--- src/rtl/cpu_pkg.sv ---
package cpu_pkg;

    // datapath widths
    localparam int DATA_W     = 16;
    localparam int INST_W     = 16;
    localparam int PC_W       = 8;
    localparam int REG_ADDR_W = 3;

    // memory depths in words
    localparam int IMEM_DEPTH = 256;
    localparam int DMEM_DEPTH = 256;

    typedef logic [DATA_W-1:0]     data_t;
    typedef logic [INST_W-1:0]     inst_t;
    typedef logic [PC_W-1:0]       pc_t;
    typedef logic [REG_ADDR_W-1:0] reg_addr_t;

    // major opcode in bits 15..11
    typedef enum logic [4:0] {
        op_nop   = 5'b00001,
        op_b     = 5'b00010,
        op_beqz  = 5'b00100,
        op_addiu = 5'b01001,
        op_li    = 5'b01101,
        op_lw    = 5'b10011,
        op_sw    = 5'b11011,
        op_rrr   = 5'b11100
    } opcode_e;

    // function field of op_rrr in bits 1..0
    localparam logic [1:0] FUNC_ADDU = 2'b01;
    localparam logic [1:0] FUNC_SUBU = 2'b11;

    // bubble inserted on flush
    localparam inst_t NOP_INST = {op_nop, 11'b0};

    typedef enum logic [1:0] {alu_add, alu_sub, alu_pass_b} alu_op_e;
    typedef enum logic [1:0] {br_none, br_beqz, br_always} branch_e;
    typedef enum logic [1:0] {fwd_none, fwd_mem, fwd_wb} fwd_sel_e;

    typedef struct packed {
        alu_op_e   alu_op;
        logic      use_imm;
        logic      mem_read;
        logic      mem_write;
        logic      reg_write;
        branch_e   branch;
        reg_addr_t dest;
    } ctrl_t;

    typedef struct packed {
        ctrl_t     ctrl;
        reg_addr_t src_a;
        reg_addr_t src_b;
        data_t     val_a;
        data_t     val_b;
        data_t     imm;
        pc_t       pc;
    } id_ex_t;

    typedef struct packed {
        logic      mem_read;
        logic      mem_write;
        logic      reg_write;
        reg_addr_t dest;
        data_t     result;
        data_t     store_data;
    } ex_mem_t;

    typedef struct packed {
        logic      reg_write;
        reg_addr_t dest;
        data_t     data;
    } mem_wb_t;

endpackage

--- src/rtl/reg_file.sv ---
`timescale 1ns/1ps

module reg_file import cpu_pkg::*; (
    input  logic      clk_50MHz,
    input  logic      rst,
    input  reg_addr_t rd_a,
    input  reg_addr_t rd_b,
    input  mem_wb_t   wb,
    output data_t     val_a,
    output data_t     val_b
);

    data_t regs [2**REG_ADDR_W];

    always_ff @(posedge clk_50MHz or negedge rst) begin
        if (!rst) begin
            for (int i = 0; i < 2**REG_ADDR_W; i++) begin
                regs[i] <= '0;
            end
        end else if (wb.reg_write) begin
            regs[wb.dest] <= wb.data;
        end
    end

    // same-cycle write shows up on the read ports
    assign val_a = (wb.reg_write && wb.dest == rd_a) ? wb.data : regs[rd_a];
    assign val_b = (wb.reg_write && wb.dest == rd_b) ? wb.data : regs[rd_b];

endmodule

--- config.mk ---
export PLATFORM = sky130hd
export DESIGN_NAME = reg_file
export DESIGN_NICKNAME = d
export VERILOG_FILES = /design/src/rtl/cpu_pkg.sv /design/src/rtl/reg_file.sv
export SDC_FILE = /design/constraint.sdc
export NUM_CORES = 1
export LEC_CHECK = 0
export BUFFER_PORTS_ARGS = -buffer_cell sky130_fd_sc_hd__buf_2
export CORE_UTILIZATION = 50
export CTS_CLUSTER_DIAMETER = 150
export DETAILED_ROUTE_END_ITERATION = 6
export PLACE_DENSITY = 0.7
export SYNTH_ARGS = -nofsm -noshare
export SYNTH_HDL_FRONTEND = slang
export SYNTH_SLANG_ARGS = --single-unit
--- constraint.sdc ---
create_clock -name clk_50MHz -period 6.1 [get_ports clk_50MHz]
set_input_delay 1.22 -clock clk_50MHz [delete_from_list [all_inputs] [get_ports clk_50MHz]]
set_output_delay 1.22 -clock clk_50MHz [all_outputs]
set_load 0.05 [all_outputs]
==> After elaboration in Yosys (flattened, before gate mapping) <==
Cells that the tools add are included.
W data, S select, Z words.
{ "totals": {"ram_bits": 0, "reg_bits": 128, "rom_bits": 0, "memories": 0, "latch_bits": 0, "out_inout_bits": 32} }
{ "op_classes": {"order_cmp": 4, "n_mul": 0, "n_eq_ne": 2, "shift": 0, "n_mux": 11, "reduce_logical": 3, "div": 0, "bitwise": 3, "add_sub_neg": 0} }
{ "op_table": {"columns": ["operator", "n"], "rows": [
  ["$bwmux W128", 1],
  ["$mux W16", 7],
  ["$bmux W16 S3", 2],
  ["$demux W16 S3", 1],
  ["$ge A4 B4 Y1 const B", 3],
  ["$not A3 Y4", 3],
  ["$eq A3 B3 Y1", 2],
  ["$lt A4 B1 Y1 const B", 1],
  ["$logic_and A1 B1 Y1", 3]
]} }

==> Longest topological paths before layout <==
{ "depth": {"ltp_word": 6, "ltp_mapped": 6, "mapped_depth_nobuf": 3} }

==> Least setup slack after synthesis <==
No wires, ideal clock.
{ "synth_path": {"kind": "input to output", "start": "in rd_a[1]", "end": "out val_a[0]", "slack_ns": 2.201, "required_ns": 4.880, "stages": 5, "n_path_buf": 2, "t_arrival_ns": 2.679, "path_cell_list": "clkbuf_1 clkbuf_1 mux4_1 mux2_2 mux2_2"} }
{ "synth_between": {"elab_chain_cells": 5} }
{ "synth_rtl": {"columns": ["item", "line_no", "rtl"], "rows": [
  ["from (decl)", "reg_file.sv:6", "input reg_addr_t rd_a,"],
  ["$not A3 Y4 (not written as such)", "reg_file.sv:26", "assign val_a = (wb.reg_write && wb.dest == rd_a) ? wb.data : regs[rd_a];"],
  ["$bmux W16 S3", "reg_file.sv:26", null],
  ["$mux W16 (not written as such) (2 in series)", "reg_file.sv:26", null],
  ["$mux W16 *", "reg_file.sv:26", null],
  ["to (decl)", "reg_file.sv:9", "output data_t val_a,"]
]} }
Mark *: on every way between the ends. The rest lies on a longest branch, timed or not. The select of a mux whose other input is x is not followed.

==> Worst setup path in the final report <==
{ "layout_path": {"start": "in rd_b[0]", "end": "out val_b[15]"} }
{ "layout_between": {"elab_chain_cells": 5} }
{ "layout_rtl": {"columns": ["item", "line_no", "rtl"], "rows": [
  ["from (decl)", "reg_file.sv:7", "input reg_addr_t rd_b,"],
  ["$not A3 Y4 (not written as such)", "reg_file.sv:27", "assign val_b = (wb.reg_write && wb.dest == rd_b) ? wb.data : regs[rd_b];"],
  ["$bmux W16 S3", "reg_file.sv:27", null],
  ["$mux W16 (not written as such) (2 in series)", "reg_file.sv:27", null],
  ["$mux W16 *", "reg_file.sv:27", null],
  ["to (decl)", "reg_file.sv:10", "output data_t val_b"]
]} }
Marks and branches as above.

==> impl_metrics.csv <==
group,metric,value,unit
timing,hold_viol,0,
logic_synthesis,syn_area,7530,µm²
global_routing,grt_start_max_net_pins,85,
cells_and_area,top_register,"regs",
logic_synthesis,synth_cells,452,
worst_setup_path,cp_data_arrival_time,3500,ps
power,powerDensity,370,nW/µm²
hold_path,hp-class,"flop to flop",
cells_and_area,syn2layout_area_growth,12.6,%
worst_setup_path,cp_data_required_time,4880,ps
timing,worst_pin_slew,1100,ps
placement,hpwl,9.89,mm
cells_and_area,mostFrequentLayoutCell,"mux2_2",
cells_and_area,top_regs,"regs (128)",
clocking,cts.clk_slew.worst_paths,50,ps
global_routing,grt_usage,23.4,%
worst_setup_path,crit_slowest_cell,"buf_2",
timing,hold_slack,510,ps
drt,vias_per_cell,6.34,
clocking,cts_buffers,17,
die,io-pin-count,60,
logic_synthesis,syn_nets,480,
global_routing,grt_overflow,0,
clocking,clock_latency,410,ps
logic_synthesis,yosys.cell_types.count,16,
global_routing,busiest_layer,"met2",
logic_synthesis,async_reset_ff_share,100,%
run_status,status,"finished, violations left",
global_routing,met1_usage,30.6,%
die,die_y,125,µm
logic_synthesis,avgSynthCellArea,16.7,µm²
drt,routed_wl,17.1,mm
clocking,ctsLongestPathBuffers,2,
timing,rsz0062_at_grt,"no",
die,chipWidth,125,µm
cells_and_area,largest_reg_flops,128,
timing,slew_viol_final,0,
timing,setup_tns,0,ps
power,power,3.14,mW
worst_setup_path,max_stage_delay,800,ps
logic_synthesis,synth_top_flop_cell,"dfrtp_1",
drt,wl_per_cell,24.8,µm
clocking,cts.repair.resized,0,
timing,fmaxAchievable,212,MHz
cells_and_area,mostFrequentLayoutCells,"mux2_2 (181), dfrtp_1 (128), mux4_1 (64)",
timing,setup_violations,0,
logic_synthesis,yosys_warnings,0,
power,ir_worst_vdd,0.213,mV
drt,drtIter0Drc,240,
drt,drcViolationCount,6,
clocking,postCtsHoldBufs,0,
placement,gp_congestion,0.776,
run,drv_cap,0,
worst_setup_path,worst-path-max-fanout,33,
global_routing,grt_pass1_wl,26.6,mm
die,num_rows,44,
logic_synthesis,synth-edff-count,0,
clocking,ctsHtreeMaxLevel,4,
die,core_area,14600,µm²
run_status,violations,"design-rule violations",
global_routing,grt_pass1_vias,4663,
timing,fin_crit_sh,77.4,%
placement,dp_slack,1390,ps
global_routing,gr-usage-met3,5.37,%
clocking,cts.sinks,128,
power,power.leakage,3.74,nW
global_routing,grt_use_met2,39.0,%
drt,firstDrtPassIters,6,
cells_and_area,fin_nets,521,
timing,max_slew_margin,26.4,%
cells_and_area,design_area,8480,µm²
timing,clock_skew,0,ps
worst_setup_path,cp-end-kind,"primary output",
clocking,postCtsSetupBuffers,0,
die,fp.dieArea,15600,µm²
die,start_util,51.4,%
placement,numPortBuffers,59,
clocking,root_buffer,"clkbuf_16",
clocking,cts_tree,"built",
timing,fin_crit,4720,ps
placement,dpl_cell_area,7870,µm²
drt,vias,4367,
drt,drtAntennaViolNets,0,
worst_setup_path,startpoint_type,"input port",
logic_synthesis,seq_area_frac_synth,42.5,%
worst_setup_path,worstSetupPathType,"input port to primary output",
worst_setup_path,cp_cell_sequence,"buf_2, mux4_1, mux2_2, mux2_2, buf_2",
timing,final.setup.worst_slack,1380,ps
cells_and_area,drive_gt1_share,59.2,%
logic_synthesis,synth_seq_cells,128,
cells_and_area,n_antenna_cell,0,
global_routing,antenna_found_initial,0,
==> worst paths after layout <==
check / from / slack (ps) / to / cells past startpoint
min in group asynchronous: rst / 1010 / regs[27] / 1
setup reg to reg: regs[34] / 5310 / regs[34] / 1
hold reg to reg: regs[106] / 510 / regs[106] / 1
hold / removal: regs[106] / 510 / regs[106] / 1
max in group asynchronous: rst / 3880 / regs[86] / 2
setup / recovery: rd_b[0] / 1380 / val_b[15] / 5
==> power by group <==
group / switching, mW / internal, mW
logic: 0.452 / 0.462
clock network: 0.361 / 0.697
registers: 0.125 / 1.04
==> Yosys cell counts, types with 2 or more instances <==
cell type    n  area, µm²
nand4_1      3       18.8
nand4b_1     3       26.3
mux2_2     181       2040
xnor2_1      6       52.6
nor3_2       2       20.0
dfrtp_1    128       3200
buf_6       10        113
nor3b_2      2       25.0
mux2_4      11        165
buf_2       12       60.1
mux4_1      64       1680
clkbuf_1     8       30.0
buf_1       16       60.1
buf_4        4       30.0
==> cell type report <==
cell class              count  area, µm²
multi-input cells         274       4040
clock buffers              19        453
fillers                  1149       6160
flip-flops and latches    128       3200
clock inverters            12        165
repair buffers             72        395
well taps                 184        230
==> cells by family after synthesis <==
kind of cell | Yosys count | synth area share [%]
simple gates | 12 | 1.33
xor+xnor | 6 | 0.698
flops | 128 | 42.5
mux | 256 | 51.6
buf+inv | 50 | 3.89
==> stage by stage <==
stage          instances  utilization (%)
6_report             689             57.9
5_1_grt              689             57.9
4_1_cts              689             57.9
3_5_place_dp         658             53.7
3_3_place_gp         658             53.7
2_1_floorplan        452                -
==> per-layer routing <==
metal  share of wire, %  vias up  wire, µm
met4               0.97        0       165
met1                 43     2346      7370
met2                 51      116      8700
met3                4.9       20       843
met5                  0        -         0
li1                   -     1885         -
==> critical path: cells and delay by family <==
kind | cells | cell delay (ps)
mux | 3 | 1250
buf+inv | 2 | 1010
No activity file was read; power rests on OpenSTA's default activity.
