`src/rtl/cpu_pkg.sv`:
```
package cpu_pkg;

    // datapath widths
    localparam int DATA_W     = 16;
    localparam int INST_W     = 16;
    localparam int PC_W       = 8;
    localparam int REG_ADDR_W = 3;

    // memory depths in words
    localparam int IMEM_DEPTH = 256;
    localparam int DMEM_DEPTH = 256;

    typedef logic [DATA_W-1:0]     data_t;
    typedef logic [INST_W-1:0]     inst_t;
    typedef logic [PC_W-1:0]       pc_t;
    typedef logic [REG_ADDR_W-1:0] reg_addr_t;

    // major opcode in bits 15..11
    typedef enum logic [4:0] {
        op_nop   = 5'b00001,
        op_b     = 5'b00010,
        op_beqz  = 5'b00100,
        op_addiu = 5'b01001,
        op_li    = 5'b01101,
        op_lw    = 5'b10011,
        op_sw    = 5'b11011,
        op_rrr   = 5'b11100
    } opcode_e;

    // function field of op_rrr in bits 1..0
    localparam logic [1:0] FUNC_ADDU = 2'b01;
    localparam logic [1:0] FUNC_SUBU = 2'b11;

    // bubble inserted on flush
    localparam inst_t NOP_INST = {op_nop, 11'b0};

    typedef enum logic [1:0] {alu_add, alu_sub, alu_pass_b} alu_op_e;
    typedef enum logic [1:0] {br_none, br_beqz, br_always} branch_e;
    typedef enum logic [1:0] {fwd_none, fwd_mem, fwd_wb} fwd_sel_e;

    typedef struct packed {
        alu_op_e   alu_op;
        logic      use_imm;
        logic      mem_read;
        logic      mem_write;
        logic      reg_write;
        branch_e   branch;
        reg_addr_t dest;
    } ctrl_t;

    typedef struct packed {
        ctrl_t     ctrl;
        reg_addr_t src_a;
        reg_addr_t src_b;
        data_t     val_a;
        data_t     val_b;
        data_t     imm;
        pc_t       pc;
    } id_ex_t;

    typedef struct packed {
        logic      mem_read;
        logic      mem_write;
        logic      reg_write;
        reg_addr_t dest;
        data_t     result;
        data_t     store_data;
    } ex_mem_t;

    typedef struct packed {
        logic      reg_write;
        reg_addr_t dest;
        data_t     data;
    } mem_wb_t;

endpackage

```
`src/rtl/execute_stage.sv`:
```
`timescale 1ns/1ps

module execute_stage import cpu_pkg::*; (
    input  logic      clk_50MHz,
    input  logic      rst,
    input  logic      run,
    input  logic      stall,
    input  ctrl_t     ctrl,
    input  reg_addr_t src_a,
    input  reg_addr_t src_b,
    input  data_t     val_a,
    input  data_t     val_b,
    input  data_t     imm,
    input  pc_t       id_pc,
    input  fwd_sel_e  fwd_a,
    input  fwd_sel_e  fwd_b,
    input  mem_wb_t   wb_stage,
    output id_ex_t    ex_stage,
    output ex_mem_t   mem_in,
    output logic      redirect,
    output pc_t       redirect_pc
);

    data_t op_a;
    data_t op_b;
    data_t alu_b;
    data_t result;

    function automatic data_t pick(fwd_sel_e sel, data_t reg_val, data_t mem_val,
                                   data_t wb_val);
        case (sel)
            fwd_mem: return mem_val;
            fwd_wb:  return wb_val;
            default: return reg_val;
        endcase
    endfunction

    // ID/EX register takes a bubble on stall, flush or hold
    always_ff @(posedge clk_50MHz or negedge rst) begin
        if (!rst) begin
            ex_stage <= '0;
        end else if (!run || redirect || stall) begin
            ex_stage <= '0;
        end else begin
            ex_stage <= '{ctrl: ctrl, src_a: src_a, src_b: src_b, val_a: val_a,
                          val_b: val_b, imm: imm, pc: id_pc};
        end
    end

    assign op_a  = pick(fwd_a, ex_stage.val_a, mem_in.result, wb_stage.data);
    assign op_b  = pick(fwd_b, ex_stage.val_b, mem_in.result, wb_stage.data);
    assign alu_b = ex_stage.ctrl.use_imm ? ex_stage.imm : op_b;

    always_comb begin
        case (ex_stage.ctrl.alu_op)
            alu_sub:    result = op_a - alu_b;
            alu_pass_b: result = alu_b;
            default:    result = op_a + alu_b;
        endcase
    end

    // target is branch address + 1 + offset
    assign redirect = (ex_stage.ctrl.branch == br_always) ||
                      (ex_stage.ctrl.branch == br_beqz && op_a == '0);
    assign redirect_pc = ex_stage.pc + pc_t'(1) + ex_stage.imm[PC_W-1:0];

    // EX/MEM register
    always_ff @(posedge clk_50MHz or negedge rst) begin
        if (!rst) begin
            mem_in <= '0;
        end else if (!run) begin
            mem_in <= '0;
        end else begin
            mem_in <= '{mem_read: ex_stage.ctrl.mem_read,
                        mem_write: ex_stage.ctrl.mem_write,
                        reg_write: ex_stage.ctrl.reg_write,
                        dest: ex_stage.ctrl.dest,
                        result: result,
                        store_data: op_b};
        end
    end

endmodule

```
`config.mk`:
```
export PLATFORM = sky130hd
export DESIGN_NAME = execute_stage
export DESIGN_NICKNAME = d
export VERILOG_FILES = /design/src/rtl/cpu_pkg.sv /design/src/rtl/execute_stage.sv
export SDC_FILE = /design/constraint.sdc
export NUM_CORES = 1
export LEC_CHECK = 0
export BUFFER_PORTS_ARGS = -buffer_cell sky130_fd_sc_hd__buf_2
export CAP_MARGIN = 0
export CORE_AREA = 2 2 133 135
export DETAILED_ROUTE_END_ITERATION = 8
export DIE_AREA = 0 0 135 137
export SYNTH_ARGS = -nofsm -noshare
export SYNTH_HDL_FRONTEND = slang
export SYNTH_SLANG_ARGS = --single-unit
export TNS_END_PERCENT = 30
```
`constraint.sdc`:
```
create_clock -name clk_50MHz -period 11.7 [get_ports clk_50MHz]
set_clock_uncertainty 0.2 [all_clocks]
set_input_delay 0 -clock clk_50MHz [delete_from_list [all_inputs] [get_ports clk_50MHz]]
set_output_delay 0 -clock clk_50MHz [all_outputs]
set_load 0.005 [all_outputs]
```
After elaboration in Yosys (flattened, before gate mapping) --
Cells that the tools add are included.
Word-level totals: register bits 111, bits of input ports 101, output and inout port bits 120, word-level logic and storage cells 43
Operators by class: add/subtract/negate cells 4, equality and inequality tests 8, mux-type cells 6, reductions and logical operators 6
Operator list (number):
- 16-bit one-hot mux with 2 select lines | 3
- 73-bit 2-to-1 mux | 1
- 38-bit 2-to-1 mux | 1
- 16-bit adder | 1
- 16-bit logical NOT | 1
- 16-bit 2-to-1 mux | 1
- 16-bit subtractor | 1
- 8-bit by 1-bit adder with 8-bit output, second input constant | 1
- 8-bit adder | 1
- 2-bit by 1-bit == test with 1-bit output, second input constant | 4
- 2-bit == test, second input constant | 4
- 1-bit logical OR | 3
- 1-bit logical AND | 1
- 1-bit logical NOT | 1

Logic depth before layout (Yosys ltp) --
word-level depth 8, depth in mapped cells 20, gate-level depth less buffers 17

Worst setup path before layout --
OpenSTA, ideal clock, no wires.
path type register to register, start point register ex_stage[70] (netlist name), end point register mem_in[31] (netlist name), setup time 0.133 ns, arrival time 3.814 ns, data required time 11.367 ns, setup slack 7.553 ns, cell stages (with the launch flop) 18, buffers on the path 2, clock period less this slack 4.147 ns, cells stage by stage dfrtp_1 > buf_6 > or3b_1 > a22oi_1 > o221ai_1 > or4b_1 > buf_2 > o21ai_0 > xor2_1 > ha_1 > nand2_1 > or3_1 > o21ai_0 > a211oi_1 > o31ai_1 > or4_4 > a31oi_1 > nor3b_2
Between the ends: word-level cells in the longest chain between the ends 4, elaborated cells between the ends (all ways) 5, classes of those cells 2 x add/sub; 3 x mux
RTL lines:
- from (decl) | RTL line execute_stage.sv:18 | output id_ex_t ex_stage,
- from (signal assigned) | RTL line execute_stage.sv:45 | ex_stage <= '{ctrl: ctrl, src_a: src_a, src_b: src_b, val_a: val_a,
- 16-bit 2-to-1 mux * | RTL line execute_stage.sv:52 | assign alu_b = ex_stage.ctrl.use_imm ? ex_stage.imm : op_b;
- 16-bit adder / 16-bit subtractor (equally long branches) | RTL line execute_stage.sv:58, execute_stage.sv:56
- 16-bit one-hot mux with 2 select lines * | RTL line execute_stage.sv:55 | case (ex_stage.ctrl.alu_op)
- 38-bit 2-to-1 mux * | RTL line execute_stage.sv:71 | end else if (!run) begin
- to (signal assigned) | RTL line execute_stage.sv:74 | mem_in <= '{mem_read: ex_stage.ctrl.mem_read,
- to (decl) | RTL line execute_stage.sv:19 | output ex_mem_t mem_in,
Mark *: on every way between the ends. The rest lies on a longest branch, timed or not.

Worst setup path after layout --
Ends and elaborated chain as after synthesis.

==> out/metrics.yaml <==
run_status:
  status: "finished, violations left"
  violations: "hold timing"
power:
  power.switching_mw: 0.350
  pwr-share-comb_pct: 29.8
  power.density_nw_per_um2: 130
  swShare_pct: 32.3
  internal_power_mw: 0.733
  power_mw: 1.08
  ir_drop_v: 0.0000730
  p_seq_share_pct: 40.4
  power_frac_clock_pct: 29.8
  p_leak_nw: 4.35
global_route:
  grt_pass1_vias: 5380
  grt_pass1_wl_um: 28700
  track_usage_pct: 20.5
  grt_max_degree: 74
  grt_overflow: 0
  antenna_found_initial: 0
detailed_routing:
  wl_per_cell_um: 16.9
  num_vias: 5485
  drcViolationCount: 0
  dr.pass1.iters: 5
  drt_iter0_markers: 260
  ant_nets: 0
  totalWireLength_um: 18900
  viasPerCell: 4.91
sta:
  finalSetupViolations: 0
  worst_slew_margin_rel_pct: 21.5
  hold_viol: 2
  fmax_mhz: 208
  setup_ws_ns: 6.90
  setup_tns_ns: 0
  fin_crit_ns: 4.80
  min_period_over_period_pct: 41.1
  rsz0062_at_grt: "no"
  worst_pin_slew_ns: 1.17
  drv_slew: 0
  timing.hold.ws_ns: -0.000609
worst_setup_path:
  worstPathRequired_ns: 11.73
  path_buf_inv: 0
  critPathMostFrequentCell: "o21ai_0"
  slowest_delay_ns: 0.68
  r2r_cells: 15
  reg2reg_to: "mem_in[31]"
  reg2reg_slack_ns: 6.90
  critPathSlowestCell: "or4b_1"
  rr_startpoint: "ex_stage[70]"
  worstPathCellList: "or3b_1 -> a22oi_1 -> o221ai_1 -> or4b_1 -> o21ai_0 -> xnor2_1 -> ha_1 -> nand2_1 -> or3_1 -> o21ai_0 -> a211oi_1 -> o31ai_1 -> or4_4 -> nand4_1 -> nor3b_2"
  end_kind: "flop"
  start_kind: "flop"
  crit_family: "simple AND/OR/NAND/NOR gates"
  arrival_ns: 4.84
  crit_type: "reg2reg"
  worstPathMaxFanout: 19
cts:
  post_cts_resized: 0
  cts_num_sinks: 111
  cts_hold_buf: 87
  path_clk_slew_ns: 0.08
  cts_buffers: 9
  clock_latency_ns: 0.36
  cts_buffer_depth: 2
  postCtsSetupBuffers: 0
  cts_tree: "built"
  htreeDepth: 3
  clk_root_buffer_cell: "clkbuf_16"
cells_and_area:
  instances_no_fill: 1118
  drive_above_1_share_pct: 27.4
  multi_input_area_um2: 2890
  area_delta_synth_final_pct: 41.5
  stdcell_area_um2: 8300
  fill_cells: 1614
  register_area_um2: 2780
  antenna-diode-count: 0
  nets: 1020
synth:
  synth_edf_count: 0
  ys.warnings.count: 0
  synth_cell_type_count: 56
  syn_inst: 603
  avgSynthCellArea_um2: 9.73
  syn-cell-area_um2: 5870
  yosysMostFrequentCell: "dfrtp_1"
  synth_nets: 735
  synth_common_cells: "dfrtp_1 (111), and2_1 (82), nand2_1 (69)"
  synth_top_cell_by_area: "dfrtp_1"
  seq_area_frac_synth_pct: 47.3
  synth_area_leaders: "dfrtp_1 (47%), and2_1 (8.7%), ha_1 (6.2%), nand2_1 (4.4%), o21ai_0 (3.3%)"
  yosysTopAreaCellShare_pct: 47.3
  async_reset_ff_share_pct: 100
  ys.flop_type: "dfrtp_1"
  ys_ff_latch: 111
run:
  maxCapViolCount: 0
floorplanning:
  initial_utilization_pct: 34.4
  io_pins: 221
  core_area_um2: 17100
  die_w_um: 135
  floorplan.rows: 48
  die_h_um: 137
  die_area_um2: 18500
placement:
  routabilityCongestion: 0.857
  placed_area_um2: 7130
  io_buffer_count: 216
  place_hpwl_um: 13400
  dp.cells: 1015
  dp_slack_ns: 6.74
min_path:
  hold_class: "in2async"
power groups by stage:
stage	clock network [mW]	registers [mW]	logic (mW)
after floorplan	0	0.443	0.186
after global placement	0	0.444	0.294
after detailed placement	0	0.444	0.295
after CTS	0.331	0.437	0.320
after global routing	0.347	0.442	0.356
final	0.323	0.437	0.322
sequential cells by signal, summed over array words and instances, names as in the netlist:
| register | cells |
|---|---|
| ex_stage | 73 |
| mem_in | 38 |
cell families after synthesis:
family / synth area share, %
adders and majority gates: 6.87
buffers and inverters: 3.56
DFF: 47.3
AOI/OAI and AO/OA: 15.9
and+or+nand+nor: 21.3
muxes: 0.384
xor gates and xnor gates: 4.63
how the worst max path moves through the flow:
stage            startpoint          to  slack, ns  cells past startpoint
6_report       ex_stage[70]  mem_in[31]       6.90                     15
5_1_grt        ex_stage[70]  mem_in[31]       6.58                     15
4_1_cts        ex_stage[70]  mem_in[31]       6.93                     15
3_5_place_dp       fwd_b[0]  mem_in[31]       6.74                     18
3_3_place_gp       fwd_b[0]  mem_in[31]       6.79                     18
2_1_floorplan  ex_stage[70]  mem_in[31]       7.55                     17
area by class of cell:
type | instances | share of cell area [%]
clock buffers | 10 | 2.76
clock inverters | 6 | 0.949
inverters | 16 | 0.723
multi-input cells | 442 | 34.7
flip-flops and latches | 111 | 33.4
well taps | 225 | 3.39
repair buffers | 308 | 24.0
metrics by stage:
step	utilization [%]	hold WS, ns
final	48.7	-0.000609
after global routing	48.7	0.0587
after CTS	48.7	0.00924
after detailed placement	41.8	-0.135
after global placement	41.8	-0.137
after floorplan	-	-0.496
routing by layer:
layer	wire, um	GRT usage [%]
met2	9140	34.2
met3	1020	4.11
met5	0	0
met4	320	6.13
met1	8430	27.1
cell usage in the layout (no fill, tap or decap), types with 3 or more instances in the layout:
master / Yosys / routed
a211oi_1: 4 / 4
a21o_1: 5 / 5
a21oi_1: 26 / 26
a221o_1: 4 / 4
a221oi_1: 8 / 8
a22oi_1: 22 / 22
a31oi_1: 3 / 3
and2_1: 82 / 82
buf_2: 2 / 215
buf_4: 1 / 6
clkbuf_16: 0 / 9
dfrtp_1: 111 / 111
dlygate4sd3_1: 0 / 87
ha_1: 29 / 29
inv_1: 15 / 15
nand2_1: 69 / 69
nand2b_1: 4 / 4
nand3_1: 5 / 5
nor2_1: 27 / 27
nor2b_1: 11 / 11
nor3_1: 10 / 9
nor3b_1: 3 / 3
nor4_1: 4 / 4
o211ai_1: 3 / 3
o21a_1: 5 / 5
o21ai_0: 39 / 39
o31ai_1: 10 / 10
or2_2: 3 / 3
or3_1: 4 / 4
xnor2_1: 12 / 12
xor2_1: 19 / 19
Note: power is estimated with default switching activity, not from simulation.
