==> src/rtl/cpu_pkg.sv <==
package cpu_pkg;

    // datapath widths
    localparam int DATA_W     = 16;
    localparam int INST_W     = 16;
    localparam int PC_W       = 8;
    localparam int REG_ADDR_W = 3;

    // memory depths in words
    localparam int IMEM_DEPTH = 256;
    localparam int DMEM_DEPTH = 256;

    typedef logic [DATA_W-1:0]     data_t;
    typedef logic [INST_W-1:0]     inst_t;
    typedef logic [PC_W-1:0]       pc_t;
    typedef logic [REG_ADDR_W-1:0] reg_addr_t;

    // major opcode in bits 15..11
    typedef enum logic [4:0] {
        op_nop   = 5'b00001,
        op_b     = 5'b00010,
        op_beqz  = 5'b00100,
        op_addiu = 5'b01001,
        op_li    = 5'b01101,
        op_lw    = 5'b10011,
        op_sw    = 5'b11011,
        op_rrr   = 5'b11100
    } opcode_e;

    // function field of op_rrr in bits 1..0
    localparam logic [1:0] FUNC_ADDU = 2'b01;
    localparam logic [1:0] FUNC_SUBU = 2'b11;

    // bubble inserted on flush
    localparam inst_t NOP_INST = {op_nop, 11'b0};

    typedef enum logic [1:0] {alu_add, alu_sub, alu_pass_b} alu_op_e;
    typedef enum logic [1:0] {br_none, br_beqz, br_always} branch_e;
    typedef enum logic [1:0] {fwd_none, fwd_mem, fwd_wb} fwd_sel_e;

    typedef struct packed {
        alu_op_e   alu_op;
        logic      use_imm;
        logic      mem_read;
        logic      mem_write;
        logic      reg_write;
        branch_e   branch;
        reg_addr_t dest;
    } ctrl_t;

    typedef struct packed {
        ctrl_t     ctrl;
        reg_addr_t src_a;
        reg_addr_t src_b;
        data_t     val_a;
        data_t     val_b;
        data_t     imm;
        pc_t       pc;
    } id_ex_t;

    typedef struct packed {
        logic      mem_read;
        logic      mem_write;
        logic      reg_write;
        reg_addr_t dest;
        data_t     result;
        data_t     store_data;
    } ex_mem_t;

    typedef struct packed {
        logic      reg_write;
        reg_addr_t dest;
        data_t     data;
    } mem_wb_t;

endpackage

==> src/rtl/hazard_unit.sv <==
`timescale 1ns/1ps

module hazard_unit import cpu_pkg::*; (
    input  reg_addr_t id_src_a,
    input  reg_addr_t id_src_b,
    input  logic      id_uses_a,
    input  logic      id_uses_b,
    input  id_ex_t    ex_stage,
    input  ex_mem_t   mem_stage,
    input  mem_wb_t   wb_stage,
    output logic      stall,
    output fwd_sel_e  fwd_a,
    output fwd_sel_e  fwd_b
);

    logic dep_a;
    logic dep_b;

    // load in EX feeding the instruction in ID
    assign dep_a = id_uses_a && (id_src_a == ex_stage.ctrl.dest);
    assign dep_b = id_uses_b && (id_src_b == ex_stage.ctrl.dest);
    assign stall = ex_stage.ctrl.mem_read && (dep_a || dep_b);

    // youngest producer first
    always_comb begin
        fwd_a = fwd_none;
        if (mem_stage.reg_write && mem_stage.dest == ex_stage.src_a) begin
            fwd_a = fwd_mem;
        end else if (wb_stage.reg_write && wb_stage.dest == ex_stage.src_a) begin
            fwd_a = fwd_wb;
        end
    end

    always_comb begin
        fwd_b = fwd_none;
        if (mem_stage.reg_write && mem_stage.dest == ex_stage.src_b) begin
            fwd_b = fwd_mem;
        end else if (wb_stage.reg_write && wb_stage.dest == ex_stage.src_b) begin
            fwd_b = fwd_wb;
        end
    end

endmodule

==> config.mk <==
export PLATFORM = sky130hd
export DESIGN_NAME = hazard_unit
export DESIGN_NICKNAME = d
export VERILOG_FILES = /design/src/rtl/cpu_pkg.sv /design/src/rtl/hazard_unit.sv
export SDC_FILE = /design/constraint.sdc
export NUM_CORES = 1
export LEC_CHECK = 0
export BUFFER_PORTS_ARGS = -buffer_cell sky130_fd_sc_hd__buf_2
export CAP_MARGIN = 25
export CORE_AREA = 2 2 55 57
export DETAILED_ROUTE_END_ITERATION = 7
export DIE_AREA = 0 0 57 59
export PLACE_DENSITY = 0.65
export SYNTH_ARGS = -nofsm -noshare
export SYNTH_HDL_FRONTEND = slang
export SYNTH_SLANG_ARGS = --single-unit
==> constraint.sdc <==
create_clock -name vclk -period 1.3
set_input_delay 0.26 -clock vclk [all_inputs]
set_output_delay 0.26 -clock vclk [all_outputs]
set_load 0.005 [all_outputs]
* After elaboration in Yosys (flattened, before gate mapping) *
Cells that the tools add are included.

word-level totals
  register bits after elaboration = 0
  bits in latches = 0
  bits in writable memories = 0
  bits in read-only memories = 0
  input port bits = 139
  output and inout bits = 5
  word-level logic and storage cells = 18
  memories = 0

operators by class
  add/sub/neg operators = 0
  multipliers = 0
  divide/modulo/power cells = 0
  order comparisons = 0
  equal/unequal tests = 6
  shift operators = 0
  multiplexer cells = 4
  bitwise logic cells = 0
  reduce and logical (&&, ||, !) cells = 8

operators with widths
  operator             count
  $eq A3 B3 Y1         6
  $mux W2              4
  $logic_and A1 B1 Y1  7
  $logic_or A1 B1 Y1   1

* Logic depth before layout (Yosys ltp) *
Gate-level depths: netlist (run 1).

  depth in word-level cells = 4
  depth in mapped cells = 3
  depth with buffers taken out = 3

* Worst setup path before layout (run 1) *
OpenSTA, ideal clock, no wires.

  kind = input to output
  from = input ex_stage[62] in the netlist's numbering
  to = output stall
  arrival time = 0.686 ns
  required time = 1.040 ns
  setup slack = 0.354 ns
  stages on the path = 3
  buffers on the path = 0
  cell sequence = xnor2_1 > nand4_1 > a21boi_0

on the way
  longest elaborated chain between the ends = 4
  elaborated cells on any way between the ends = 6
  those cells by class = eq/ne (2); reduce/logical (4)

RTL lines
  what                                           line                                  source
  start, declared                                hazard_unit.sv:8                      input id_ex_t ex_stage,
  $eq A3 B3 Y1, on equally long branches         hazard_unit.sv:20, hazard_unit.sv:21
  $logic_and A1 B1 Y1, on equally long branches  hazard_unit.sv:20, hazard_unit.sv:21
  $logic_or A1 B1 Y1 *                           hazard_unit.sv:22                     assign stall = ex_stage.ctrl.mem_read && (dep_a || dep_b);
  $logic_and A1 B1 Y1 *                          hazard_unit.sv:22
  end, declared                                  hazard_unit.sv:11                     output logic stall,

Mark *: on every way between the ends. The rest lies on a longest branch, timed or not.

* Final worst setup path (run 1) *
  from = input ex_stage[64] in the netlist's numbering
  to = output stall

Same word-level chain as after synthesis.

==> results of run 1 <==
## Yosys cell counts
cell / n
a21boi_0: 1
nor2_2: 2
and4_4: 2
nand4_1: 4
xnor2_1: 18
## through the flow
step / hold WS [ns] / instance area (um^2) / util [%] / instances / TNS [ns]
2_1_floorplan: 0.618 / 225 / - / 27 / 0
5_1_grt: 0.877 / 438 / 16.2 / 89 / 0
3_5_place_dp: 0.854 / 419 / 15.5 / 89 / -0.0578
6_report: 0.850 / 438 / 16.2 / 89 / 0
3_3_place_gp: 0.852 / 419 / 15.5 / 89 / -0.0544
4_1_cts: 0.854 / 419 / 15.5 / 89 / 0
## final cells by class
| cell class | instances | area [um^2] |
|---|---|---|
| timing repair buffer | 31 | 155 |
| tap | 31 | 38.8 |
| multi-input combinational | 27 | 244 |
| fill | 336 | 2270 |
## critical path, cell delays in order
cell and delay [ns]:
buf_2 0.12, xnor2_1 0.15, nand4_1 0.12, a21boi_2 0.17, buf_2 0.13
## where the power goes
part / total (mW) / switching (mW) / internal (mW)
clock network: 0 / 0 / 0
logic: 0.134 / 0.0537 / 0.0804
registers: 0 / 0 / 0
total: 0.134 / 0.0537 / 0.0804
## worst paths after layout
check                      end  cells after the start  slack, ns
worst max-delay path     stall                      5        0.1
worst min-delay path  fwd_b[1]                      4       0.85
## cell families after synthesis
group / after synthesis / share of synthesized area (%)
AO/OA/AOI/OAI: 1 / 3.33
AND/OR/NAND/NOR: 8 / 26.7
XOR/XNOR: 18 / 70.0
## repair_timing
item                                    in CTS  in global routing
pin swaps                                    0                  1
endpoints found under the setup margin       1                  1
gates resized for setup                      1                  3
hold endpoints to repair                     0                  0
## metal layers
layer,track usage (%),vias to the layer above,routed length [um]
met5,0,-,0
met4,0,0,0
met3,0,0,85
met2,8.70,21,395
met1,4.23,129,259
li1,-,157,-
==> impl_metrics.tcl, run 1 <==
set metrics [dict create \
    outcome "complete, no violations" \
    hold_viol 0 \
    viasPerCell 3.45 \
    seq_area_frac_synth_pct 0 \
    regArea_um2 0 \
    drt_wl_total_um 740 \
    yosysUniqueCellTypes 5 \
    yosysTopAreaCell "xnor2_1" \
    clock_buffers 0 \
    grt_use_total_pct 3.89 \
    dp_hpwl_um 718 \
    fin_crit_ns 1.20 \
    fmax_mhz 832 \
    area_growth_pct 94.4 \
    slew_violations 0 \
    crit_fanout 2 \
    row_count 19 \
    critPathRequiredTime_ns 1.04 \
    syn_inst 27 \
    ys_warn_count 0 \
    relSlewSlack_pct 90.3 \
    io_pins 144 \
    wl_per_cell_um 8.31 \
    drtIter0Drc 8 \
    dp_worst_setup_slack_ns -0.0578 \
    drc 0 \
    die_h_um 59 \
    end_kind "output pin" \
    synth_area_leaders "xnor2_1, nand4_1, and4_4" \
    gp_congestion 0.593 \
    power_leakage_nw 0.198 \
    antennaDiodeCount 0 \
    num-nets-final 199 \
    critPathLaunch "ex_stage[64]" \
    die_x_um 57 \
    dr.pass1.iters 2 \
    syn_avg_cell_area_um2 8.34 \
    core_area_um2 2710 \
    hold_path.class "input pin to output pin" \
    die_area_um2 3360 \
    path_class "input pin to output pin" \
    antenna_left 0 \
    grt_overflow 0 \
    syn-cell-area_um2 225 \
    mostFrequentLayoutCell "buf_2" \
    hp-start "wb_stage[19]" \
    final_layout_size_suffix_gt1_share_pct 65.5 \
    setup_viol 0 \
    rsz0062_at_grt "false" \
    initial_utilization_pct 8.31 \
    tightest_slew_ns 0.144 \
    total_power_mw 0.134 \
    grt_pass1_vias 304 \
    layout_common_cells "buf_2, xnor2_1, nand4_1" \
    seq_cells 0 \
    grt_start_max_net_pins 3 \
    worstPathArrival_ns 0.94 \
    synth_fp_nets 166 \
    post-route-period-util_pct 92.5 \
    antenna_found_initial 0 \
    postCtsSetupBuffers 0 \
    grt_pass1_wl_um 1100 \
    p_per_area_nw_per_um2 306 \
    hold_buffers 0 \
    worstSetupStartpointType "input pin" \
    yosysTopAreaCellShare_pct 70.0 \
    fin_ws_ns 0.0981 \
    port_buffers 31 \
    irDropWorstVdd_mv 0.0851 \
    num_vias 307 \
    cap_violations 0 \
]
(Power assumes the default switching activity.)
==> run 2: changes to the inputs <==
- CORE_AREA: 2 2 55 57 -> 4 4 53 55
- PLACE_DENSITY: 0.65 -> 0.74
==> run 2 against run 1 <==
  * Wire length is 3.1% higher
  * First-iteration DRC count decreased by 63%
  * Maximum frequency is 0.33% higher
  * Worst hold slack lost 0.0036 ns
  * Flip-flop and latch count unchanged
  * Utilization grew 2.8 points
  * Count of clock-buffer cells in the layout is the same
  * Final cell count down 1.1%
  * Via count up 1.6%
  * Highest routed layer unchanged
  * Sequential share of layout area stayed put
==> impl_metrics.tcl, run 2 (synthesized netlist as in run 1, its figures left out) <==
set metrics [dict create \
    relSlewSlack_pct 90.0 \
    io_pins 144 \
    hold_viol 0 \
    worstPathArrival_ns 0.94 \
    path_cells "buf_2 -> xnor2_1 -> and4_4 -> nor2_2 -> buf_2" \
    fin_ws_ns 0.102 \
    rsz0062_at_grt "false" \
    mostFrequentLayoutCell "buf_2" \
    die_x_um 57 \
    initial_utilization_pct 9.43 \
    end_kind "output pin" \
    outcome "complete, no violations" \
    slew_violations 0 \
    dr.pass1.iters 2 \
    wl_per_cell_um 8.67 \
    fmax_mhz 835 \
    dp_worst_setup_slack_ns -0.0453 \
    worst-path-buf-inv 2 \
    grt_overflow 0 \
    grt_use_total_pct 4.00 \
    power_frac_comb_pct 100.0 \
    core_area_um2 2390 \
    cap_violations 0 \
    crit_fanout 2 \
    antenna_found_initial 0 \
    p_per_area_nw_per_um2 310 \
    clock_buffers 0 \
    drc 0 \
    pwr-share-clk_pct 0 \
    viasPerCell 3.55 \
    drt_wl_total_um 763 \
    hold_buffers 0 \
    crit_family "simple AND/OR/NAND/NOR gates" \
    die_area_um2 3360 \
    post-route-period-util_pct 92.1 \
    cp_common_cell "buf_2" \
    cp_slowest_cell "and4_4" \
    whs_ns 0.846 \
    total_power_mw 0.140 \
    regArea_um2 0 \
    cpPeakStageDelay_ns 0.24 \
    port_buffers 31 \
    antenna_left 0 \
    num-nets-final 199 \
    placed_cell_area_um2 418 \
    setup_viol 0 \
    p_seq_share_pct 0 \
    power_leakage_nw 0.209 \
    antennaDiodeCount 0 \
    fin_crit_ns 1.20 \
    drtIter0Drc 3 \
    p_int_mw 0.0842 \
    final.fill_count 280 \
    design_area_um2 452 \
    irDropWorstVdd_mv 0.0983 \
    seq_cells 0 \
    final_layout_size_suffix_gt1_share_pct 69.0 \
    tightest_slew_ns 0.149 \
    grt_start_max_net_pins 3 \
    worstSetupStartpointType "input pin" \
    grt_pass1_vias 297 \
    row_count 18 \
    num_vias 312 \
    critPathRequiredTime_ns 1.04 \
    area_growth_pct 101 \
    grt_pass1_wl_um 1150 \
    hold_path.class "input pin to output pin" \
    layout_common_cells "buf_2, xnor2_1, xnor2_2, nand4_1" \
    postCtsSetupBuffers 0 \
    gp_congestion 0.649 \
    die_h_um 59 \
    p_switching_mw 0.0558 \
    path_class "input pin to output pin" \
    netSwitchingFraction_pct 39.9 \
]
## run 2: cell counts in the layout (fill, tap and decap cells not counted)
No cell type changed its count.
## run 2: cell type report
| class | instances | area, um^2 | share of cell area, % |
|---|---|---|---|
| multi-input combinational | 27 | 259 | 57.3 |
| timing repair buffer | 31 | 155 | 34.3 |
| tap | 30 | 37.5 | 8.31 |
## run 2: stage by stage
| step | std cells | TNS, ns | utilization [%] |
|---|---|---|---|
| floorplan | 27 | 0 | - |
| global placement | 88 | -0.0405 | 17.5 |
| detailed placement | 88 | -0.0453 | 17.5 |
| CTS | 88 | 0 | 17.5 |
| global route | 88 | 0 | 18.9 |
| finish | 88 | 0 | 18.9 |
## run 2: worst paths after layout
check / to / from / cells after the start / slack (ns)
setup / recovery: fwd_b[1] / mem_stage[34] / 5 / 0.10
hold / removal: fwd_b[1] / wb_stage[19] / 4 / 0.85
## run 2: per-layer routing
layer,GRT usage (%),vias up,share of wire (%)
met5,0,-,0
met1,4.59,137,35
met4,0,0,0
met2,7.99,19,50
li1,-,156,-
met3,0.871,0,15
## run 2: tightest hold or removal path, stage by stage
cell and delay (ns):
buf_2 0.10, nand4_1 0.08, nor2_2 0.03, buf_2 0.11
## run 2: power groups by stage
stage | combinational [mW] | clock (mW) | sequential [mW]
final | 0.140 | 0 | 0
after global routing | 0.155 | 0 | 0
after CTS | 0.129 | 0 | 0
after detailed placement | 0.128 | 0 | 0
after global placement | 0.127 | 0 | 0
after floorplan | 0.0618 | 0 | 0
## run 2: what timing repair did
action                                  CTS  global route
endpoints found under the setup margin    1             1
gates resized for setup                   1             5
pin swaps                                 0             4
endpoints found under the hold margin     0             0
==> run 3: changes to the inputs <==
- ABC_AREA: unset -> 1
- CORE_AREA: 4 4 53 55 -> 4 4 54 56
- DIE_AREA: 0 0 57 59 -> 0 0 58 60
- PLACE_DENSITY: 0.74 -> 0.75
- SETUP_SLACK_MARGIN: unset -> 0.15
==> run 3 against run 2 <==
  * Non-clock buffer count unchanged
  * Area after synthesis is 38% higher
  * Count of clock-buffer cells in the layout unchanged
  * Combinational power is 26% higher
  * Flip-flop and latch count is the same
  * Design area up 38%
  * Power increased by 27%
  * Worst hold slack worse by 0.036 ns
  * Critical path depth unchanged
  * Maximum frequency rose by 2.9%
  * Final cell count increased by 47%
  * Critical path type unchanged
  * Largest cell class unchanged
  * Largest power group unchanged
  * Highest routed layer unchanged
==> impl_metrics.tcl, run 3 <==
set metrics [dict create \
    outcome "complete, no violations" \
    hold_viol 0 \
    total_power_mw 0.177 \
    die_area_um2 3480 \
    rsz0062_at_grt "true" \
    io_pins 144 \
    grt_pass1_wl_um 1520 \
    dr.pass1.iters 4 \
    cp_slowest_cell "nor3_4" \
    post-route-period-util_pct 89.5 \
    yosysUniqueCellTypes 12 \
    antenna_left 0 \
    path_cells "buf_2 -> xor2_1 -> nor3_4 -> nor2_1 -> buf_2" \
    final_layout_size_suffix_gt1_share_pct 50.5 \
    port_buffers 31 \
    antenna_found_initial 0 \
    path_class "input pin to output pin" \
    num-nets-final 240 \
    drc 0 \
    die_h_um 60 \
    dp_cells 129 \
    yosysTopAreaCell "nand2_1" \
    slew_violations 0 \
    row_count 18 \
    synth_commonest_cells "nand2_1, inv_1, nor2_1" \
    critPathRequiredTime_ns 1.04 \
    crit_cells 5 \
    power_frac_comb_pct 100.0 \
    syn_inst 68 \
    worstPathArrival_ns 0.90 \
    hold_path.class "input pin to output pin" \
    area_growth_pct 101 \
    p_per_area_nw_per_um2 284 \
    power_leakage_nw 0.367 \
    final.fill_count 289 \
    grt_start_max_net_pins 5 \
    grt_pass1_vias 416 \
    utilization_pct 25.7 \
    worst-path-buf-inv 2 \
    wl_per_cell_um 7.88 \
    cpPeakStageDelay_ns 0.18 \
    end_kind "output pin" \
    irDropWorstVdd_mv 0.0846 \
    cp_common_cell "buf_2" \
    grt_use_total_pct 5.15 \
    dp_hpwl_um 855 \
    netSwitchingFraction_pct 44.5 \
    setup_viol 0 \
    antennaDiodeCount 0 \
    viasPerCell 3.84 \
    die_x_um 58 \
    seq_area_frac_synth_pct 0 \
    cap_violations 0 \
    yosysTopAreaCellShare_pct 32.7 \
    worstSetupStartpointType "input pin" \
    tightest_slew_ns 0.241 \
    fin_cells 129 \
    synth_fp_nets 207 \
    regArea_um2 0 \
    gp_congestion 0.792 \
    p_switching_mw 0.0789 \
    whs_ns 0.811 \
    num_vias 496 \
    drt_wl_total_um 1020 \
    syn_avg_cell_area_um2 4.56 \
    pwr-share-clk_pct 0 \
    seq_cells 0 \
    core_area_um2 2430 \
    initial_utilization_pct 12.8 \
    mostFrequentLayoutCell "nand2_1" \
    whs_path_depth 4 \
    p_seq_share_pct 0 \
    syn-cell-area_um2 310 \
    crit_fanout 3 \
    p_int_mw 0.0984 \
    fin_crit_ns 1.16 \
    grt_overflow 0 \
    ys_warn_count 0 \
    fmax_mhz 859 \
    clock_buffers 0 \
    crit_family "simple AND/OR/NAND/NOR gates" \
    yosysMostFrequentCell "nand2_1" \
    fin_tns_setup_ns 0 \
    synth_area_leaders "nand2_1, inv_1, nor2_1" \
    relSlewSlack_pct 83.9 \
    hold_buffers 0 \
    layout_common_cells "nand2_1, buf_2, buf_6, inv_2, nor2_1" \
    drtIter0Drc 10 \
]
-- run 3: cell families after synthesis --
group / after synthesis / share of synthesized area (%)
AOI/OAI and AO/OA: 5 / 10.1
xor gates and xnor gates: 6 / 16.9
buffers and inverters: 16 / 19.4
and+or+nand+nor: 41 / 53.6
-- run 3: worst paths after layout --
kind     startpoint       end
max   mem_stage[34]  fwd_a[1]
min    ex_stage[69]     stall
-- run 3: layout make-up --
| cell class | count | area, um^2 | area share (%) |
|---|---|---|---|
| Tap cell | 30 | 37.5 | 6.01 |
| Inverter | 16 | 60.1 | 9.62 |
| Multi-Input combinational cell | 52 | 285 | 45.7 |
| Timing Repair Buffer | 31 | 241 | 38.7 |
-- run 3: metal layers --
layer | up-vias | share of wire (%) | global-route usage [%]
li1 | 264 | - | -
met1 | 206 | 33 | 6.25
met2 | 26 | 52 | 10.2
met3 | 0 | 15 | 0.648
met4 | 0 | 0 | 0
met5 | - | 0 | 0
-- run 3: power groups by stage --
stage	Clock, mW	Combinational (mW)	Sequential [mW]
final	0	0.177	0
after global routing	0	0.199	0
after CTS	0	0.152	0
after detailed placement	0	0.133	0
after global placement	0	0.131	0
after floorplan	0	0.0662	0
-- run 3: stage by stage --
step,area [um^2],setup slack [ns]
final,624,0.136
after global placement,503,0.128
after detailed placement,503,0.111
after global routing,624,0.0659
after CTS,557,0.142
after floorplan,310,0.345
-- run 3: repair_timing --
item,CTS,global route
resized for setup,16,20
endpoints found under the setup margin,3,5
pin swaps,10,22
gates cloned,0,0
setup buffers,0,0
